$ cat src/hw/rmt_pkg.sv
package rmt_pkg;

	// stream widths, scaled down to a 64-bit bus
	localparam int DATA_W = 64;
	localparam int KEEP_W = DATA_W / 8;

	// pipeline shape
	localparam int NUM_STAGES = 4;
	localparam int TABLE_DEPTH = 16;
	localparam int TBL_IDX_W = $clog2(TABLE_DEPTH);
	localparam int FIFO_DEPTH_BITS = 4;

	// ethertype-like codes in the top 16 bits of the first beat
	localparam logic [15:0] TYPE_DATA = 16'h0800;
	localparam logic [15:0] TYPE_CTRL = 16'hf1f2;

	typedef logic [DATA_W-1:0] beat_t;
	typedef logic [KEEP_W-1:0] keep_t;
	typedef logic [11:0] vlan_t;
	typedef logic [15:0] container_t;
	typedef logic [3:0] stage_id_t;
	typedef logic [TBL_IDX_W-1:0] tbl_idx_t;

	// one stream beat
	typedef struct packed {
		beat_t data;
		keep_t keep;
		logic  last;
	} axis_t;

	// packet header vector, vlan is the lookup key
	typedef struct packed {
		vlan_t      vlan;
		container_t c0;
		container_t c1;
	} phv_t;

	// encoding matches the op field of a control beat
	typedef enum logic [1:0] {
		act_nop = 2'd0,
		act_add = 2'd1,
		act_set = 2'd2
	} act_op_e;

	// sel 0 picks c0, sel 1 picks c1
	typedef struct packed {
		act_op_e    op;
		logic       sel;
		container_t imm;
	} action_t;

	// decoded control packet
	typedef struct packed {
		logic      valid;
		stage_id_t stage_id;
		tbl_idx_t  entry;
		action_t   act;
	} ctrl_t;

endpackage

$ cat src/hw/sync_fifo.sv
module sync_fifo #(
	parameter int WIDTH = 8,
	parameter int DEPTH_BITS = 4,
	parameter int MARGIN = 2
) (
	input  logic             clk,
	input  logic             aresetn,
	input  logic [WIDTH-1:0] din,
	input  logic             wr_en,
	input  logic             rd_en,
	output logic [WIDTH-1:0] dout,
	output logic             empty,
	output logic             nearly_full
);

	localparam int DEPTH = 1 << DEPTH_BITS;
	// fill level where writers must stop, leaves MARGIN slots for in-flight entries
	localparam logic [DEPTH_BITS:0] NF_LEVEL = (DEPTH_BITS+1)'(DEPTH - MARGIN);

	logic [WIDTH-1:0]      mem [DEPTH];
	logic [DEPTH_BITS-1:0] wr_ptr;
	logic [DEPTH_BITS-1:0] rd_ptr;
	logic [DEPTH_BITS:0]   count;

	// fall-through, head entry always on dout
	assign dout = mem[rd_ptr];
	assign empty = count == '0;
	assign nearly_full = count >= NF_LEVEL;

	always_ff @(posedge clk) begin
		if (wr_en) begin
			mem[wr_ptr] <= din;
		end
	end

	always_ff @(posedge clk) begin
		if (!aresetn) begin
			wr_ptr <= '0;
			rd_ptr <= '0;
			count <= '0;
		end else begin
			if (wr_en) begin
				wr_ptr <= wr_ptr + 1'b1;
			end
			if (rd_en) begin
				rd_ptr <= rd_ptr + 1'b1;
			end
			case ({wr_en, rd_en})
				2'b10: count <= count + 1'b1;
				2'b01: count <= count - 1'b1;
				default: count <= count;
			endcase
		end
	end

	// the margin upstream must keep writes away from a full FIFO
	assert property (@(posedge clk) disable iff (!aresetn)
		wr_en |-> count != (DEPTH_BITS+1)'(DEPTH));
	assert property (@(posedge clk) disable iff (!aresetn)
		rd_en |-> !empty);

endmodule

$ cat src/hw/pkt_filter.sv
module pkt_filter import rmt_pkg::*; (
	input  logic        clk,
	input  logic        aresetn,
	input  logic [31:0] vlan_drop_flags,
	input  axis_t       s_axis,
	input  logic        s_valid,
	output logic        s_ready,
	output axis_t       m_axis,
	output logic        m_valid,
	input  logic        m_ready,
	output ctrl_t       ctrl,
	output logic [31:0] ctrl_token
);

	typedef enum logic [1:0] {
		st_idle,
		st_forward,
		st_discard
	} filt_state_e;

	filt_state_e state;
	filt_state_e state_next;
	logic [15:0] pkt_type;
	vlan_t       vlan;
	logic        take;
	logic        is_data;
	logic        is_ctrl;
	logic        vlan_blocked;
	logic        fwd_beat;

	// all beats wait for a free output slot, control included
	// so a control word never overtakes a data packet held here
	assign s_ready = !m_valid || m_ready;
	assign take = s_valid && s_ready;

	// header fields, only meaningful on a first beat
	assign pkt_type = s_axis.data[63:48];
	assign vlan = s_axis.data[47:36];
	assign is_data = pkt_type == TYPE_DATA;
	assign is_ctrl = pkt_type == TYPE_CTRL;
	assign vlan_blocked = vlan_drop_flags[vlan[4:0]];

	// fate is decided on the first beat and held until last
	always_comb begin
		state_next = state;
		fwd_beat = 1'b0;
		case (state)
			st_idle: begin
				if (is_data && !vlan_blocked) begin
					fwd_beat = 1'b1;
					if (!s_axis.last) begin
						state_next = st_forward;
					end
				end else if (!is_ctrl && !s_axis.last) begin
					// unknown type or blocked vlan, swallow the rest
					state_next = st_discard;
				end
			end
			st_forward: begin
				fwd_beat = 1'b1;
				if (s_axis.last) begin
					state_next = st_idle;
				end
			end
			default: begin
				if (s_axis.last) begin
					state_next = st_idle;
				end
			end
		endcase
	end

	always_ff @(posedge clk) begin
		if (!aresetn) begin
			state <= st_idle;
			m_valid <= 1'b0;
			ctrl <= '0;
			ctrl_token <= '0;
		end else begin
			// ctrl is a one-cycle pulse
			ctrl.valid <= 1'b0;
			if (take) begin
				state <= state_next;
			end
			if (s_ready) begin
				m_valid <= take && fwd_beat;
			end
			if (take && state == st_idle && is_ctrl) begin
				ctrl.valid <= 1'b1;
				ctrl.stage_id <= s_axis.data[47:44];
				ctrl.entry <= s_axis.data[43:40];
				ctrl.act.op <= act_op_e'(s_axis.data[39:38]);
				ctrl.act.sel <= s_axis.data[37];
				ctrl.act.imm <= s_axis.data[36:21];
				ctrl_token <= ctrl_token + 32'd1;
			end
		end
	end

	// output beat payload
	always_ff @(posedge clk) begin
		if (take && fwd_beat) begin
			m_axis <= s_axis;
		end
	end

	// control packets are single-beat
	assert property (@(posedge clk) disable iff (!aresetn)
		take && state == st_idle && is_ctrl |-> s_axis.last);

endmodule

$ cat src/hw/phv_parser.sv
module phv_parser import rmt_pkg::*; (
	input  logic  clk,
	input  logic  aresetn,
	input  axis_t s_axis,
	input  logic  s_valid,
	output logic  s_ready,
	input  logic  pkt_room,
	input  logic  phv_room,
	output axis_t fifo_beat,
	output logic  fifo_wr,
	output phv_t  phv,
	output logic  phv_valid
);

	// high while the next accepted beat opens a packet
	logic first;

	// back-pressure point of the whole pipe
	// stages never stall, so room in both FIFOs is all that matters
	assign s_ready = pkt_room && phv_room;
	assign fifo_wr = s_valid && s_ready;

	// every accepted beat goes to the packet FIFO untouched
	assign fifo_beat = s_axis;

	// header fields from the first beat
	// pad bits 35:32 are not carried
	assign phv.vlan = s_axis.data[47:36];
	assign phv.c0 = s_axis.data[31:16];
	assign phv.c1 = s_axis.data[15:0];

	// one PHV per packet
	assign phv_valid = fifo_wr && first;

	always_ff @(posedge clk) begin
		if (!aresetn) begin
			first <= 1'b1;
		end else if (fifo_wr) begin
			// next beat is a first beat only after last
			first <= s_axis.last;
		end
	end

endmodule

$ cat src/hw/match_stage.sv
module match_stage import rmt_pkg::*; #(
	parameter stage_id_t STAGE_ID = '0
) (
	input  logic  clk,
	input  logic  aresetn,
	input  phv_t  phv_in,
	input  logic  phv_in_valid,
	input  ctrl_t ctrl_in,
	output phv_t  phv_out,
	output logic  phv_out_valid
);

	action_t    table_mem [TABLE_DEPTH];
	phv_t       phv_q;
	logic       valid_q;
	action_t    act;
	container_t sel_val;
	container_t new_val;
	logic       tbl_wr;

	// control word addressed to this stage
	assign tbl_wr = ctrl_in.valid && ctrl_in.stage_id == STAGE_ID;

	// action table, all entries nop after reset
	always_ff @(posedge clk) begin
		if (!aresetn) begin
			for (int i = 0; i < TABLE_DEPTH; i++) begin
				table_mem[i] <= '{op: act_nop, sel: 1'b0, imm: '0};
			end
		end else if (tbl_wr) begin
			table_mem[ctrl_in.entry] <= ctrl_in.act;
		end
	end

	// input register
	always_ff @(posedge clk) begin
		if (!aresetn) begin
			valid_q <= 1'b0;
		end else begin
			valid_q <= phv_in_valid;
		end
	end

	always_ff @(posedge clk) begin
		if (phv_in_valid) begin
			phv_q <= phv_in;
		end
	end

	// direct lookup on the low vlan bits
	// read is from the registered PHV, so a write in the same
	// cycle as the lookup is seen one cycle later
	assign act = table_mem[phv_q.vlan[TBL_IDX_W-1:0]];

	// action unit
	always_comb begin
		sel_val = act.sel ? phv_q.c1 : phv_q.c0;
		case (act.op)
			// wraps modulo 2^16
			act_add: new_val = sel_val + act.imm;
			act_set: new_val = act.imm;
			default: new_val = sel_val;
		endcase
		phv_out = phv_q;
		if (act.sel) begin
			phv_out.c1 = new_val;
		end else begin
			phv_out.c0 = new_val;
		end
	end

	assign phv_out_valid = valid_q;

endmodule

$ cat src/hw/phv_deparser.sv
module phv_deparser import rmt_pkg::*; (
	input  logic  clk,
	input  logic  aresetn,
	input  axis_t pkt_beat,
	input  logic  pkt_empty,
	output logic  pkt_rd,
	input  phv_t  phv,
	input  logic  phv_empty,
	output logic  phv_rd,
	output axis_t m_axis,
	output logic  m_valid,
	input  logic  m_ready
);

	logic  first;
	logic  slot_free;
	axis_t beat_mod;

	// output register empty or draining this cycle
	assign slot_free = !m_valid || m_ready;

	// first beat needs its PHV at the FIFO head
	assign pkt_rd = slot_free && !pkt_empty && (!first || !phv_empty);

	// PHV stays at the head for the whole packet
	assign phv_rd = pkt_rd && pkt_beat.last;

	// splice the containers back, vlan and type untouched
	always_comb begin
		beat_mod = pkt_beat;
		if (first) begin
			beat_mod.data[31:16] = phv.c0;
			beat_mod.data[15:0] = phv.c1;
		end
	end

	always_ff @(posedge clk) begin
		if (!aresetn) begin
			first <= 1'b1;
			m_valid <= 1'b0;
		end else begin
			if (pkt_rd) begin
				first <= pkt_beat.last;
			end
			if (slot_free) begin
				m_valid <= pkt_rd;
			end
		end
	end

	// output payload, held while the sink stalls
	always_ff @(posedge clk) begin
		if (pkt_rd) begin
			m_axis <= beat_mod;
		end
	end

	// packet and PHV FIFOs stay paired one PHV per packet
	// a queued PHV always has its first beat queued ahead of it
	assert property (@(posedge clk) disable iff (!aresetn)
		first && !phv_empty |-> !pkt_empty);

endmodule

$ cat src/hw/rmt_top.sv
module rmt_top import rmt_pkg::*; (
	input  logic        clk,
	input  logic        aresetn,
	input  logic [31:0] vlan_drop_flags,
	output logic [31:0] ctrl_token,
	input  beat_t       s_axis_tdata,
	input  keep_t       s_axis_tkeep,
	input  logic        s_axis_tvalid,
	output logic        s_axis_tready,
	input  logic        s_axis_tlast,
	output beat_t       m_axis_tdata,
	output keep_t       m_axis_tkeep,
	output logic        m_axis_tvalid,
	input  logic        m_axis_tready,
	output logic        m_axis_tlast
);

	axis_t s_beat;
	axis_t filt_beat;
	axis_t pkt_in;
	axis_t pkt_out;
	axis_t m_beat;
	logic  filt_valid;
	logic  filt_ready;
	logic  pkt_wr;
	logic  pkt_rd;
	logic  pkt_empty;
	logic  pkt_nf;
	phv_t  phv_head;
	logic  phv_rd;
	logic  phv_empty;
	logic  phv_nf;

	// index 0 is the parser or filter output, index i+1 the output of stage i
	phv_t  stg_phv [NUM_STAGES+1];
	logic  stg_valid [NUM_STAGES+1];
	ctrl_t ctrl_chain [NUM_STAGES+1];

	assign s_beat = '{data: s_axis_tdata, keep: s_axis_tkeep, last: s_axis_tlast};
	assign m_axis_tdata = m_beat.data;
	assign m_axis_tkeep = m_beat.keep;
	assign m_axis_tlast = m_beat.last;

	pkt_filter u_filter (
		.clk(clk), .aresetn(aresetn), .vlan_drop_flags(vlan_drop_flags),
		.s_axis(s_beat), .s_valid(s_axis_tvalid), .s_ready(s_axis_tready),
		.m_axis(filt_beat), .m_valid(filt_valid), .m_ready(filt_ready),
		.ctrl(ctrl_chain[0]), .ctrl_token(ctrl_token)
	);

	phv_parser u_parser (
		.clk(clk), .aresetn(aresetn),
		.s_axis(filt_beat), .s_valid(filt_valid), .s_ready(filt_ready),
		.pkt_room(!pkt_nf), .phv_room(!phv_nf),
		.fifo_beat(pkt_in), .fifo_wr(pkt_wr),
		.phv(stg_phv[0]), .phv_valid(stg_valid[0])
	);

	// control chain keeps pace with the PHV chain, one register per stage
	for (genvar i = 0; i < NUM_STAGES; i++) begin : g_stage
		always_ff @(posedge clk) begin
			if (!aresetn) begin
				ctrl_chain[i+1].valid <= 1'b0;
			end else begin
				ctrl_chain[i+1] <= ctrl_chain[i];
			end
		end

		match_stage #(.STAGE_ID(stage_id_t'(i))) u_stage (
			.clk(clk), .aresetn(aresetn),
			.phv_in(stg_phv[i]), .phv_in_valid(stg_valid[i]),
			.ctrl_in(ctrl_chain[i+1]),
			.phv_out(stg_phv[i+1]), .phv_out_valid(stg_valid[i+1])
		);
	end

	// margin covers the PHVs still in the stages
	sync_fifo #(
		.WIDTH($bits(axis_t)), .DEPTH_BITS(FIFO_DEPTH_BITS), .MARGIN(NUM_STAGES + 2)
	) u_pkt_fifo (
		.clk(clk), .aresetn(aresetn), .din(pkt_in), .wr_en(pkt_wr), .rd_en(pkt_rd),
		.dout(pkt_out), .empty(pkt_empty), .nearly_full(pkt_nf)
	);

	sync_fifo #(
		.WIDTH($bits(phv_t)), .DEPTH_BITS(FIFO_DEPTH_BITS), .MARGIN(NUM_STAGES + 2)
	) u_phv_fifo (
		.clk(clk), .aresetn(aresetn),
		.din(stg_phv[NUM_STAGES]), .wr_en(stg_valid[NUM_STAGES]), .rd_en(phv_rd),
		.dout(phv_head), .empty(phv_empty), .nearly_full(phv_nf)
	);

	phv_deparser u_deparser (
		.clk(clk), .aresetn(aresetn),
		.pkt_beat(pkt_out), .pkt_empty(pkt_empty), .pkt_rd(pkt_rd),
		.phv(phv_head), .phv_empty(phv_empty), .phv_rd(phv_rd),
		.m_axis(m_beat), .m_valid(m_axis_tvalid), .m_ready(m_axis_tready)
	);

endmodule

$ cat config.mk
export PLATFORM = sky130hd
export DESIGN_NAME = rmt_top
export DESIGN_NICKNAME = d
export VERILOG_FILES = /design/src/hw/rmt_pkg.sv /design/src/hw/sync_fifo.sv /design/src/hw/pkt_filter.sv /design/src/hw/phv_parser.sv /design/src/hw/match_stage.sv /design/src/hw/phv_deparser.sv /design/src/hw/rmt_top.sv
export SDC_FILE = /design/constraint.sdc
export NUM_CORES = 2
export LEC_CHECK = 0
export BUFFER_PORTS_ARGS = -buffer_cell sky130_fd_sc_hd__buf_2
export CORE_MARGIN = 3
export CORE_UTILIZATION = 50
export CTS_BUF_LIST = sky130_fd_sc_hd__clkbuf_16
export DETAILED_ROUTE_END_ITERATION = 12
export GPL_TIMING_DRIVEN = 0
export PLACE_DENSITY = 0.65
export SYNTH_ARGS = -nofsm -noshare
export SYNTH_HDL_FRONTEND = slang
export SYNTH_SLANG_ARGS = --single-unit
$ cat constraint.sdc
create_clock -name clk -period 6.99 [get_ports clk]
set_clock_uncertainty 0.2 [all_clocks]
set_input_delay 0.699 -clock clk [delete_from_list [all_inputs] [get_ports clk]]
set_output_delay 0.699 -clock clk [all_outputs]
set_load 0.05 [all_outputs]
==> key figures <==
Status
  • Status: finished with violations
  • Failing checks: max-capacitance violations, max-slew violations

Final layout
  • Commonest non-fill, non-tap cells in the layout: edfxtp_1, and2_1, mux4_2, clkbuf_16, clkbuf_1
  • Non-filler cells, final: approximately 12,000
  • Share of cells above drive strength 1: between 20% and 30%
  • Post-route cell area: approximately 160,000 um2
  • NumNets Final: about 8,600
  • Most common cell after layout, fill and taps aside: edfxtp_1
  • End-of-flow core utilization: between 50% and 60%
  • Synth-to-Final Area Change: 14.3%

Timing
  • Tightest Pin Transition: 1.51 ns
  • Fmax: 148 MHz
  • Final hold vios: 0
  • Final Cycle Share: about 97%
  • Min Clock Period, post-route: about 6.8 ns
  • Hold Slack: roughly 0.2 ns
  • Unrepaired setup endpoints after global routing: false
  • Max-slew violations: 11
  • Final Setup Violations: 0
  • Max transition margin: -0.557%

Routing
  • Drt wl/cell: about 30 um
  • Pre-antenna DRT Iters: 6
  • Avg Vias per Cell: roughly 6.1
  • Vias: between 70,000 and 80,000
  • Antenna-violating nets left: 0
  • Total Wirelength: 374 mm
  • Iter 0 DRT Violations: just over 9,000
  • DRC: 0

Synthesis
  • Mapped cell area: approximately 140,000 um2
  • Number of synthesized flops with an enable pin: 3,294
  • Synthesized area per cell: between 15 and 20 um2
  • Synth async-reset ratio: 0%
  • Sequential-to-total area share from yosys stat: a little under three quarters
  • Synthesized instance count: roughly 7,700
  • Post-synth cell types: 85
  • Syn. warnings: 0
  • Number of synthesized register bits: approximately 3,400
  • Syn_nets: 7,899
  • Post-synth top flop: edfxtp_1

CTS
  • Clock root buffer: clkbuf_16
  • Htree depth: 5
  • CTS Buf Count: approximately 350
  • TritonCTS clock tree: built
  • Clock Tree Buf Depth: 4
  • Clock-pin slew on the worst setup and hold paths: 0.06 ns
  • Clock sinks: about 3,400
  • Later-pin clock latency in the skew report: between 0.9 and 1 ns

Die
  • DIE WIDTH: 538 um
  • # rows: a little under 200
  • Starting density of the core: 50.5%
  • Die Y: 538 um
  • Core Region: approximately 280,000 um2
  • IO Pins: 216
  • Die footprint: just under 300,000 um2

Hold path
  • Hold Path Class: flip-flop to flip-flop

Pwr
  • Sw Share: between 20% and 30%
  • Comb power frac: roughly 2.3%
  • Lkg Pwr: about 54 nW
  • Maximum vdd drop: 0.000209 V
  • Switching power: just under 9 mW
  • P_int: about 33 mW
  • Part of the power in the clock network: 43.7%
  • Part of the power in registers: between 50% and 60%
  • PwrDens: between 200 and 300 nW/um2

Place
  • Placed insts: between 10,000 and 15,000
  • DP Area: ~150,000 um2
  • HPWL Detailed: 250 mm
  • PortBufs: around 220
  • GP Congestion: 0.902

Worst setup path
  • Startpoint Class: flip-flop
  • Setup CP Type: flip-flop to flip-flop
  • Worst Path Required: 7.47 ns
  • Crit Path Max Fanout: 10
  • Crit path DAT: around 7.2 ns
  • Setup crit end kind: flip-flop

GRT
  • Global-route wire length before repair: about 540 mm
  • Total global routing overflow: 0
  • Largest net degree at the start of global routing: 68
  • GRT Total Usage: roughly a quarter
  • Initial antenna violation count: 22
  • Vias in the first global route: about 77,000

Run
  • Max-cap violations: 1
## timing repair
action | in CTS | in global routing
endpoints found under the setup margin | 506 | 59
hold buffers | 76 | 0
pin swaps | 1 | 0
buffers inserted | 1 | 0
gates resized for setup | 16 | 22
hold endpoints to repair | 108 | 0
## cell type report
cell class                 count  area (um2)
antenna                        6        15.0
sequential                  3418      101000
buffer                       442        1840
clock inverter               292        2440
clock buffer                 355        8880
inverter                      79         297
multi-input combinational   3752       38600
tap                         3724        4660
fill                       20639      119000
timing repair buffer         400        4010
## logic make-up after synthesis
kind of cell / count (synthesis) / share of synthesized area [%]
DFF: 3418 / 71.5
and+or+nand+nor: 2003 / 7.93
muxes: 1039 / 15.3
buffers and inverters: 527 / 1.49
AOI/OAI and AO/OA: 509 / 2.27
xor gates and xnor gates: 108 / 0.667
adders and majority gates: 93 / 0.853
## through the flow
| stage | total power, mW | setup slack (ns) | TNS, ns |
|---|---|---|---|
| global route | 43.2 | 0.00623 | 0 |
| CTS | 42.3 | 0.00210 | 0 |
| floorplan | 23.5 | 0.547 | 0 |
| detailed placement | 24.0 | -1.86 | -379.20 |
| finish | 42.0 | 0.237 | 0 |
| global placement | 24.0 | -4.51 | -1199.52 |
## synth_stat cells, types with 9 or more instances
cell type / instances / area [um2]
a211oi_1: 19 / 143
a21o_1: 28 / 210
a21oi_1: 177 / 886
a221oi_1: 11 / 96.3
a22oi_1: 27 / 203
a31oi_1: 21 / 131
and2_1: 1256 / 7860
and3_1: 19 / 119
buf_1: 66 / 248
buf_2: 30 / 150
buf_6: 9 / 101
clkbuf_1: 335 / 1260
dfxtp_1: 124 / 2480
edfxtp_1: 3294 / 98900
ha_1: 87 / 1090
inv_1: 76 / 285
mux2_2: 75 / 845
mux2i_1: 69 / 691
mux4_2: 884 / 19900
nand2_1: 281 / 1050
nand2b_1: 47 / 294
nand3_1: 30 / 150
nand4_1: 16 / 100
nor2_1: 226 / 848
nor2b_1: 47 / 294
nor3_1: 26 / 130
o21ai_0: 109 / 546
o21ai_1: 20 / 100
o22a_1: 12 / 105
or3_1: 21 / 131
xnor2_1: 44 / 385
xor2_1: 64 / 561
## sequential cells by signal, indices dropped and copies added (netlist names), 16 cells and up, named ones only
name,cells
u_filter.ctrl_token,32
u_phv_fifo.mem,512
ctrl_chain,112
g_stage.u_stage.phv_q,128
u_filter.m_axis,73
g_stage.u_stage.table_mem,1216
u_filter.ctrl,28
u_pkt_fifo.mem,1168
u_deparser.m_axis,73
g_stage.u_stage.phv_out,16
## power groups by stage
stage                     clock network, mW  registers (mW)  logic, mW
after floorplan                           0            23.0      0.492
after global placement                    0            23.1      0.828
after detailed placement                  0            23.1      0.916
after CTS                              18.6            22.7      0.958
after global routing                   19.4            22.7       1.02
final                                  18.4            22.7      0.963
## layer usage
layer / wire length, um / GRT usage [%] / vias to the layer above
met2: 176000 / 39.9 / 3585
met3: 32900 / 4.45 / 600
met5: 20 / 0 / -
li1: - / - / 31768
met1: 154000 / 37.6 / 39748
met4: 11300 / 7.26 / 2
## path summary, 6_finish.rpt
| path | from | to | slack, ns | depth (start not counted) |
|---|---|---|---|---|
| worst max-delay path | flip-flop | g_stage[3].u_stage.phv_q[15] | 0.24 | 15 |
| worst min-delay path | u_filter.ctrl[22] | ctrl_chain[106] | 0.20 | 0 |
| worst max register to register | flip-flop | g_stage[3].u_stage.phv_q[15] | 0.24 | 15 |
| worst min register to register | u_filter.ctrl[22] | ctrl_chain[106] | 0.20 | 0 |
## critical path, cell delays in order (launching register included)
cell      delay (ns)
dfxtp_1         0.49
buf_2           0.39
buf_2           0.48
clkbuf_1        0.70
clkbuf_1        0.78
mux4_2          0.49
mux4_2          0.61
ha_1            0.44
and4_1          0.30
a21oi_1         0.15
nand2_1         0.09
a21o_1          0.18
a221o_1         0.37
xnor2_1         0.18
mux2_2          0.38
o221ai_1        0.30
No activity file was read; power rests on OpenSTA's default activity.
